$ cat config.mk
export PLATFORM = sky130hd
export DESIGN_NAME = mem_port_ctrl_flat
export DESIGN_NICKNAME = d
export VERILOG_FILES = /design/src/source/mem_types_pkg.sv /design/src/source/mem_ctrl_pkg.sv /design/src/source/ram_bus_if.sv /design/src/source/mem_port_ctrl.sv /design/src/flat_wrapper.sv
export SDC_FILE = /design/constraint.sdc
export NUM_CORES = 1
export LEC_CHECK = 0
export CAP_MARGIN = 10
export CORE_UTILIZATION = 35
export CTS_BUF_LIST = sky130_fd_sc_hd__clkbuf_4
export CTS_CLUSTER_DIAMETER = 120
export DETAILED_ROUTE_END_ITERATION = 8
export DONT_BUFFER_PORTS = 1
export GPL_TIMING_DRIVEN = 0
export HOLD_SLACK_MARGIN = 0.1
export RECOVER_POWER = 50
export SLEW_MARGIN = 20
export SYNTH_ARGS = -nofsm -noshare
export SYNTH_HDL_FRONTEND = slang
export SYNTH_SLANG_ARGS = --single-unit
$ cat constraint.sdc
create_clock -name clock -period 3 [get_ports clock]
set_input_delay 0.9 -clock clock [delete_from_list [all_inputs] [get_ports clock]]
set_output_delay 0.9 -clock clock [all_outputs]
set_load 0.05 [all_outputs]
$ cat src/source/mem_types_pkg.sv
package mem_types_pkg;

    // bus widths
    localparam int ADDR_WIDTH = 32;
    localparam int WORD_WIDTH = 32;
    localparam int BYTE_WIDTH = 8;
    localparam int LEN_WIDTH  = 3;

    // byte address, wraps at the ram size
    typedef logic [ADDR_WIDTH-1:0] mem_addr_t;

    // full data word as seen by the requesters
    typedef logic [WORD_WIDTH-1:0] mem_word_t;

    // one ram location
    typedef logic [BYTE_WIDTH-1:0] mem_byte_t;

    // access length in bytes, 1, 2 or 4
    typedef logic [LEN_WIDTH-1:0]  mem_len_t;

endpackage

$ cat src/source/mem_ctrl_pkg.sv
package mem_ctrl_pkg;

    // 4 KiB of byte storage, upper address bits are ignored
    localparam int RAM_ADDR_BITS = 12;
    localparam int RAM_BYTES     = 1 << RAM_ADDR_BITS;

    // legal access length codes
    localparam mem_types_pkg::mem_len_t LEN_BYTE = 3'd1;
    localparam mem_types_pkg::mem_len_t LEN_HALF = 3'd2;
    localparam mem_types_pkg::mem_len_t LEN_WORD = 3'd4;

    // controller sequencing
    typedef enum logic [1:0] {
        ST_IDLE,   // waiting for a request
        ST_READ,   // stepping read addresses
        ST_WRITE,  // writing one byte per cycle
        ST_DONE    // ready pulse, requests ignored
    } ctrl_state_t;

endpackage

$ cat src/source/ram_bus_if.sv
`timescale 1ns/1ps

interface ram_bus_if
    import mem_types_pkg::*;
();

    logic      we;     // write strobe
    mem_addr_t addr;   // byte address
    mem_byte_t wdata;
    mem_byte_t rdata;  // registered read data

    modport ctrl (
        output we,
        output addr,
        output wdata,
        input  rdata
    );

    modport ram (
        input  we,
        input  addr,
        input  wdata,
        output rdata
    );

endinterface

$ cat src/source/mem_port_ctrl.sv
`timescale 1ns/1ps

module mem_port_ctrl
    import mem_types_pkg::*;
    import mem_ctrl_pkg::*;
(
    input  logic      clock,
    input  logic      reset,

    input  logic      if_read_i,
    input  mem_addr_t if_addr_i,

    input  logic      mem_read_i,
    input  logic      mem_write_i,
    input  mem_addr_t mem_addr_i,
    input  mem_word_t mem_wdata_i,
    input  mem_len_t  mem_length_i,
    input  logic      mem_signed_i,

    output logic      if_busy_o,
    output logic      if_ready_o,
    output mem_word_t if_data_o,

    output logic      mem_busy_o,
    output logic      mem_ready_o,
    output mem_word_t mem_rdata_o,

    ram_bus_if.ctrl   ram
);

    ctrl_state_t state;
    logic        owner_data;  // transfer belongs to the data port
    mem_addr_t   base_addr;
    mem_len_t    length;
    mem_len_t    offset;      // byte offset into the access
    logic [23:0] stage;       // lower bytes of a read, newest on top

    logic        data_req;
    logic        accept;
    logic        read_done;
    logic        write_done;
    logic        sign_bit;
    mem_byte_t   wr_byte;
    mem_word_t   result;

    assign data_req   = mem_read_i | mem_write_i;
    assign accept     = (state == ST_IDLE) && (data_req || if_read_i);
    assign read_done  = (state == ST_READ) && (offset == length);
    assign write_done = (state == ST_WRITE) && (offset == length - 3'd1);

    // ram side, offset ORed into an aligned base
    assign ram.we    = (state == ST_WRITE);
    assign ram.addr  = base_addr | mem_addr_t'(offset);
    assign ram.wdata = wr_byte;

    always_comb begin
        case (offset[1:0])  // little endian byte lanes
            2'd0:    wr_byte = mem_wdata_i[7:0];
            2'd1:    wr_byte = mem_wdata_i[15:8];
            2'd2:    wr_byte = mem_wdata_i[23:16];
            default: wr_byte = mem_wdata_i[31:24];
        endcase
    end

    // last byte comes straight from the ram, it is the top one
    assign sign_bit = mem_signed_i & owner_data & ram.rdata[7];

    always_comb begin
        case (length)
            LEN_BYTE: result = {{24{sign_bit}}, ram.rdata};
            LEN_HALF: result = {{16{sign_bit}}, ram.rdata, stage[23:16]};
            default:  result = {ram.rdata, stage};
        endcase
    end

    always_ff @(posedge clock) begin
        if (reset) begin
            state       <= ST_IDLE;
            owner_data  <= 1'b0;
            offset      <= '0;
            if_busy_o   <= 1'b0;
            if_ready_o  <= 1'b0;
            mem_busy_o  <= 1'b0;
            mem_ready_o <= 1'b0;
        end else begin
            case (state)
                ST_IDLE: begin
                    offset <= '0;
                    if (data_req) begin  // data port wins
                        owner_data <= 1'b1;
                        mem_busy_o <= 1'b1;
                        state      <= mem_write_i ? ST_WRITE : ST_READ;
                    end else if (if_read_i) begin
                        owner_data <= 1'b0;
                        if_busy_o  <= 1'b1;
                        state      <= ST_READ;
                    end
                end
                ST_READ, ST_WRITE: begin
                    if (read_done || write_done) begin
                        state       <= ST_DONE;
                        if_busy_o   <= 1'b0;
                        mem_busy_o  <= 1'b0;
                        if_ready_o  <= ~owner_data;
                        mem_ready_o <= owner_data;
                    end else begin
                        offset <= offset + 3'd1;
                    end
                end
                default: begin  // ST_DONE, one cycle
                    if_ready_o  <= 1'b0;
                    mem_ready_o <= 1'b0;
                    state       <= ST_IDLE;
                end
            endcase
        end
    end

    // request payload, captured once per access
    always_ff @(posedge clock) begin
        if (accept) begin
            if (data_req) begin
                base_addr <= mem_addr_i;
                length    <= mem_length_i;
            end else begin
                base_addr <= if_addr_i;
                length    <= LEN_WORD;  // fetch is always a word
            end
        end
    end

    // read data returns one cycle behind the address
    always_ff @(posedge clock) begin
        if (state == ST_READ && offset != '0 && !read_done) begin
            stage <= {ram.rdata, stage[23:8]};
        end
    end

    always_ff @(posedge clock) begin
        if (read_done) begin
            if (owner_data) begin
                mem_rdata_o <= result;
            end else begin
                if_data_o <= result;
            end
        end
    end

endmodule

$ cat src/flat_wrapper.sv
// flat-port wrapper written by rule: the top's interface ports become plain ports
module mem_port_ctrl_flat import mem_types_pkg::*; import mem_ctrl_pkg::*;
  (clock, reset, if_read_i, if_addr_i, mem_read_i, mem_write_i, mem_addr_i, mem_wdata_i, mem_length_i, mem_signed_i, if_busy_o, if_ready_o, if_data_o, mem_busy_o, mem_ready_o, mem_rdata_o, ram_we, ram_addr, ram_wdata, ram_rdata);
  ram_bus_if ram_i ();
  input  logic clock;
  input  logic reset;
  input  logic if_read_i;
  input  mem_addr_t if_addr_i;
  input  logic mem_read_i;
  input  logic mem_write_i;
  input  mem_addr_t mem_addr_i;
  input  mem_word_t mem_wdata_i;
  input  mem_len_t mem_length_i;
  input  logic mem_signed_i;
  output logic if_busy_o;
  output logic if_ready_o;
  output mem_word_t if_data_o;
  output logic mem_busy_o;
  output logic mem_ready_o;
  output mem_word_t mem_rdata_o;
  output wire logic [$bits(ram_i.we)-1:0] ram_we;
  output wire logic [$bits(ram_i.addr)-1:0] ram_addr;
  output wire logic [$bits(ram_i.wdata)-1:0] ram_wdata;
  input wire logic [$bits(ram_i.rdata)-1:0] ram_rdata;
  assign ram_we = ram_i.we;
  assign ram_addr = ram_i.addr;
  assign ram_wdata = ram_i.wdata;
  assign ram_i.rdata = ram_rdata;
  mem_port_ctrl u_core (.clock(clock), .reset(reset), .if_read_i(if_read_i), .if_addr_i(if_addr_i), .mem_read_i(mem_read_i), .mem_write_i(mem_write_i), .mem_addr_i(mem_addr_i), .mem_wdata_i(mem_wdata_i), .mem_length_i(mem_length_i), .mem_signed_i(mem_signed_i), .if_busy_o(if_busy_o), .if_ready_o(if_ready_o), .if_data_o(if_data_o), .mem_busy_o(mem_busy_o), .mem_ready_o(mem_ready_o), .mem_rdata_o(mem_rdata_o), .ram(ram_i));
endmodule
==> reports/summary.txt, run 1 <==
post-layout instance area -> 6500 sq um
via count of the routed design -> 3346
Nets -> 536
worst hold path type -> in2reg
unrepaired setup endpoints after global routing -> true
Seq cells post-synth -> 133
Crit Path Category -> reg2out
Final Skew -> 0.0231 ns
Mapped Avg Cell Area -> 14.8 sq um
final WL -> 12400 um
H-tree depth -> 4
number of flops mapped to enable cells by yosys -> 123
Min Hold Slack -> 0.457 ns
post-synthesis cell type count -> 42
dominant synthesized flop cell -> edfxtp_1
Root Driver -> clkbuf_4
mux contribution to synthesized area -> 8.18%
die area -> 17000 sq um
first-pass GRT wire length -> 18200 um
Area contributors post-synth -> edfxtp_1 (64%), mux2_2 (6.3%), buf_4 (3.8%)
IO Count -> 222
commonest non-fill, non-tap cell in the layout -> edfxtp_1
Detail Route Antenna Nets -> 0
CTS buffer count -> 17
router iterations before antenna repair -> 8
Std-Cell Rows -> 46
hold path startpoint -> ram_rdata[5]
pwr dens -> 957 nW/um^2
Post-Syn Instances -> 388
Clk Latency, worst-skew pair -> 0.53 ns
crit end category -> output port
Post-Synth Simple-Gate Area -> 4.83%
Cells after DPL -> 608
critical-path maximum fanout -> 9
Seq pwr share -> 42.5%
wire length per cell -> 19.3 um
Period Utilization, post-route -> 96.1%
initial antenna violation count -> 1
Worst EP arrival -> 1.98 ns
share of post-route cells with drive strength above 1 -> 21.7%
Iteration-0 DRC Markers -> 209
CTS tree -> done
Post-DP HPWL -> 8780 um
DRC Markers -> 0
routability cong. -> 0.772
Mapped Nets -> 512
crit-path max cell delay -> 0.51 ns
synth warn -> 0
Bufs on Longest Clock Path -> 2
chip width -> 130 um
most frequent cells in the layout -> edfxtp_1 (123), clkbuf_1 (46), mux2_2 (32)
Slew @ Worst Pin -> 0.909 ns
clock-pin slew on the worst setup and hold paths -> 0.12 ns
slowest stage cell, crit path -> a222oi_1
cell taking the most area after synthesis -> edfxtp_1
synthesized-area fraction occupied by adder cells -> 2.39%
Net Sw Frac -> 38.8%
hold buffers post-CTS -> 0
post-synth top area share -> 64.2%
sequential-to-total area share from yosys stat -> 67.7%
Lkg Pwr -> 2.24 nW
core area -> 15900 sq um
largest family of logic cells by synthesized area -> compound AO/OA/AOI/OAI gates
post-synthesis cell area -> 5750 sq um
largest net degree at the start of global routing -> 29
Internal -> 3.81 mW
Finished Layout Cells -> 641
Total Power -> 6.22 mW
crit path cell chain -> inv_1 > ha_4 > a222oi_1 > mux2i_4
xor-xnor portion of the synthesized cell area -> 1.15%
max_cap viols -> 0
maximum clock rate -> 347 MHz
worst vdd ir -> 0.720 mV
Slew Viols, Final -> 0
Crit path buffers/inverters -> 1
Final TNS setup -> 0 ns
total track usage -> 14.7%
IO buf count -> 0
Cell Area, Placed -> 6130 sq um
post-synthesis compound-gate area fraction -> 9.48%
CTS sink count -> 133
fin crit period -> 2.88 ns
Critical Path Source Type -> flip-flop
reg-to-reg startpoint -> u_core.offset[1]$_SDFFE_PP0P_
total global routing overflow -> 0
Gate power share -> 33.1%
initial core utilization -> 36.1%
die height -> 130 um
Setup Viol. Count Final -> 0
Net Sw Power -> 2.41 mW
P&R area growth vs syn -> 12.9%
asr flop ratio synth -> 0%
vias in the first global route -> 3330
relative slew slack -> 39.2%
drt via density -> 5.22
Clock Power Share -> 24.4%
status -> finished, final reports clean
Crit path required time -> 2.10 ns
delay-heaviest family, CP -> compound AO/OA/AOI/OAI gates
crit path launch -> u_core.offset[0]$_SDFFE_PP0P_
final hold violation count -> 0
[metal layers]
metal  wire length (um)  vias up  global-route usage, %
met1               4980     1653                   17.0
met5                  0        -                      0
met3               1220       16                   6.48
li1                   -     1493                      -
met2               5990      184                   23.7
met4                185        0                   6.22
[per-stage QoR]
stage	util, %	worst slack (ns)
floorplan	-	0.138
global placement	37.8	-0.755
detailed placement	38.4	-0.140
CTS	41.6	0.0113
global route	40.8	-0.0669
finish	40.8	0.117
[sequential cells by signal, indices dropped and copies added (netlist names)]
register            count
u_core.base_addr       32
u_core.if_data_o       32
u_core.mem_rdata_o     32
u_core.stage           24
u_core.length           3
u_core.offset           3
u_core.state            2
u_core.if_busy_o        1
u_core.if_ready_o       1
u_core.mem_busy_o       1
u_core.mem_ready_o      1
u_core.owner_data       1
[what timing repair did]
item / CTS / global route
setup endpoints to repair: 8 / 8
pin swaps: 2 / 2
resized for setup: 25 / 1
endpoints found under the hold margin: 0 / 0
cloned: 0 / 0
setup buffers: 2 / 3
[worst register-to-register path: cells and delay by family, from the launching register on]
family / cells / cell delay, ns
xor gates and xnor gates: 1 / 0.23
DFF: 1 / 0.38
buffers and inverters: 2 / 0.40
and+or+nand+nor: 2 / 1.22
[worst paths after layout]
check	cells after the start	slack, ns	to
setup / recovery	4	0.12	ram_wdata[3]
hold / removal	0	0.46	u_core.stage[21]$_DFFE_PP_
setup reg to reg	5	0.45	u_core.mem_rdata_o[3]$_DFFE_PP_
hold reg to reg	0	0.47	u_core.stage[3]$_DFFE_PP_
[cell families (layout without fill, tap and decap cells)]
kind of cell / after synthesis / in the layout
muxes: 42 / 42
DFF: 133 / 133
other: 0 / 1
adders and majority gates: 11 / 11
xor gates and xnor gates: 6 / 6
buffers and inverters: 67 / 103
AOI/OAI and AO/OA: 72 / 72
and+or+nand+nor: 57 / 57
[layout make-up]
cell class | count | area [sq um]
fillers | 1512 | 9450
multi-input cells | 188 | 1610
well taps | 216 | 270
clock inverters | 14 | 246
plain buffers | 45 | 169
inverters | 18 | 67.6
clock buffers | 17 | 128
diodes | 1 | 2.50
repair buffers | 9 | 106
flip-flops and latches | 133 | 3900
[cell usage after synthesis (2+ instances only)]
| cell | n |
|---|---|
| o32ai_1 | 2 |
| edfxtp_1 | 123 |
| nand3_1 | 2 |
| mux2i_1 | 8 |
| inv_1 | 18 |
| dfxtp_1 | 10 |
| a21o_1 | 15 |
| mux2_2 | 32 |
| nand4_1 | 5 |
| a21oi_1 | 5 |
| nand2_1 | 21 |
| clkbuf_1 | 19 |
| a31oi_1 | 2 |
| xor2_1 | 2 |
| ha_1 | 11 |
| xnor2_1 | 3 |
| nor3_1 | 2 |
| nor2b_1 | 5 |
| a221oi_1 | 2 |
| o21ai_0 | 13 |
| nor2_1 | 12 |
| or2_2 | 4 |
| a22oi_1 | 15 |
| a222oi_1 | 8 |
| buf_4 | 29 |
| nand2b_1 | 3 |
| mux2_4 | 2 |
[power groups by stage]
| stage | combinational, mW | clock (mW) | sequential, mW |
|---|---|---|---|
| final | 2.05 | 1.52 | 2.64 |
| after global routing | 2.19 | 1.63 | 2.67 |
| after detailed placement | 2.02 | 0 | 2.69 |
| after floorplan | 1.68 | 0 | 2.66 |
| after global placement | 1.92 | 0 | 2.71 |
| after CTS | 2.16 | 1.57 | 2.65 |
(Power assumes the default switching activity.)
==> inputs of run 2 (changes only) <==
- GPL_TIMING_DRIVEN: 0 -> not set
==> run 2 against run 1 <==
- the run now ends with capacitance limit, slew limit left
- largest power group unchanged
- total power decreased by 6.3%
- clock power decreased by 18%
- fmax about the same
- register-to-register slack about the same
- via count decreased by 5.5%
- global-route usage decreased by 0.42 points
- count of clock-buffer cells in the layout increased by 1
- core utilization decreased by 1.9 points
- routed wire length decreased by 4.2%
- first-iteration DRC count increased by 16%
- final cell count decreased by 5.6%
==> reports/summary.txt, run 2 (synthesis gave the netlist of run 1 again) <==
Fillers -> 1531
Slew Viols, Final -> 36
fin crit period -> 2.88 ns
wire length per cell -> 19.6 um
initial core utilization -> 36.1%
Crit path required time -> 2.10 ns
Std-Cell Rows -> 46
Setup WS post-layout -> 0.118 ns
clock-pin slew on the worst setup and hold paths -> 0.14 ns
largest registers -> u_core.base_addr (32), u_core.if_data_o (32), u_core.mem_rdata_o (32)
Nets -> 499
Critical Path Source Type -> flip-flop
chip width -> 130 um
Final Skew -> 0.0297 ns
initial antenna violation count -> 2
Lkg Pwr -> 2.16 nW
via count of the routed design -> 3163
CTS buffer count -> 17
Bufs on Longest Clock Path -> 2
status -> finished with violations
drt via density -> 5.23
P&R area growth vs syn -> 7.55%
Setup Viol. Count Final -> 0
crit end category -> output port
Clk Latency, worst-skew pair -> 0.55 ns
total global routing overflow -> 0
final hold violation count -> 0
Crit Path Category -> reg2out
vias in the first global route -> 3173
unrepaired setup endpoints after global routing -> true
CTS tree -> done
max_cap viols -> 1
die height -> 130 um
Root Driver -> clkbuf_4
Iteration-0 DRC Markers -> 243
critical-path maximum fanout -> 8
pwr dens -> 942 nW/um^2
CTS sink count -> 133
pre-CTS setup slack -> 0.480 ns
commonest non-fill, non-tap cell in the layout -> edfxtp_1
maximum clock rate -> 347 MHz
most frequent cells in the layout -> edfxtp_1 (123), mux2_2 (32), nand2_1 (21)
DRC Markers -> 0
share of post-route cells with drive strength above 1 -> 24.3%
relative slew slack -> -15.5%
Slew @ Worst Pin -> 1.73 ns
Post-DP HPWL -> 8080 um
worst hold path type -> in2reg
worst vdd ir -> 0.544 mV
Core Util, Final -> 38.8%
routability cong. -> 0.776
Worst EP arrival -> 1.98 ns
final WL -> 11900 um
Cells after DPL -> 572
violated checks -> capacitance limit, slew limit
IO Count -> 222
Period Utilization, post-route -> 96.1%
Detail Route Antenna Nets -> 0
Finished Layout Cells -> 605
first-pass GRT wire length -> 17600 um
largest net degree at the start of global routing -> 36
router iterations before antenna repair -> 8
H-tree depth -> 4
total track usage -> 14.3%
die area -> 17000 sq um
core area -> 15900 sq um
IO buf count -> 0
## run 2: worst paths after layout
| check | startpoint | endpoint | slack (ns) | cells past startpoint |
|---|---|---|---|---|
| max | u_core.offset[0]$_SDFFE_PP0P_ | ram_wdata[7] | 0.12 | 5 |
| min | reset | u_core.offset[0]$_SDFFE_PP0P_ | 0.40 | 1 |
| min reg2reg | u_core.stage[8]$_DFFE_PP_ | u_core.stage[0]$_DFFE_PP_ | 0.47 | 0 |
| max reg2reg | u_core.length[0]$_SDFFCE_PP0P_ | u_core.if_data_o[29]$_DFFE_PP_ | 0.45 | 6 |
## run 2: critical path, stage by stage (launching register included)
cell and delay (ns):
dfxtp_4 0.41, inv_1 0.11, ha_2 0.26, a222oi_1 0.33
mux2i_1 0.12, buf_4 0.20
## run 2: report_power, final
part / leakage, nW / internal (mW) / switching [mW] / total [mW]
Clock: 0.156 / 0.581 / 0.671 / 1.25
Sequential: 1.22 / 2.43 / 0.681 / 3.11
Combinational: 0.778 / 0.499 / 0.968 / 1.47
Total: 2.16 / 3.51 / 2.32 / 5.83
## run 2: final cells by class
cell class                 instances  area, sq um  area share (%)
clock buffer                      18          135            2.18
multi-input combinational        188         1530            24.8
clock inverter                    13          159            2.57
tap                              216          270            4.37
timing repair buffer              17          115            1.86
sequential                       133         3900            63.1
antenna                            2         5.00          0.0809
inverter                          18         67.6            1.09
## run 2: metal layers
metal / up-vias / GRT usage, % / share of wire (%)
li1: 1415 / - / -
met1: 1532 / 17.4 / 41
met2: 203 / 22.1 / 47
met4: 0 / 6.36 / 1.6
met5: - / 0 / 0
met3: 13 / 5.90 / 11
## run 2: what timing repair did
action,CTS,global route
pin swaps,0,1
hold endpoints to repair,0,0
hold buffers,0,0
resized for setup,4,5
setup buffers,0,0
endpoints found under the setup margin,8,7
## run 2: through the flow
step	total power, mW	hold slack (ns)	setup TNS (ns)	cell area (sq um)
after global placement	4.56	0.429	0	5890
final	5.83	0.397	0	6190
after floorplan	4.35	0.427	0	5750
after detailed placement	4.60	0.441	0	5890
after CTS	5.86	0.347	0	6190
after global routing	6.09	0.338	-0.0388	6190
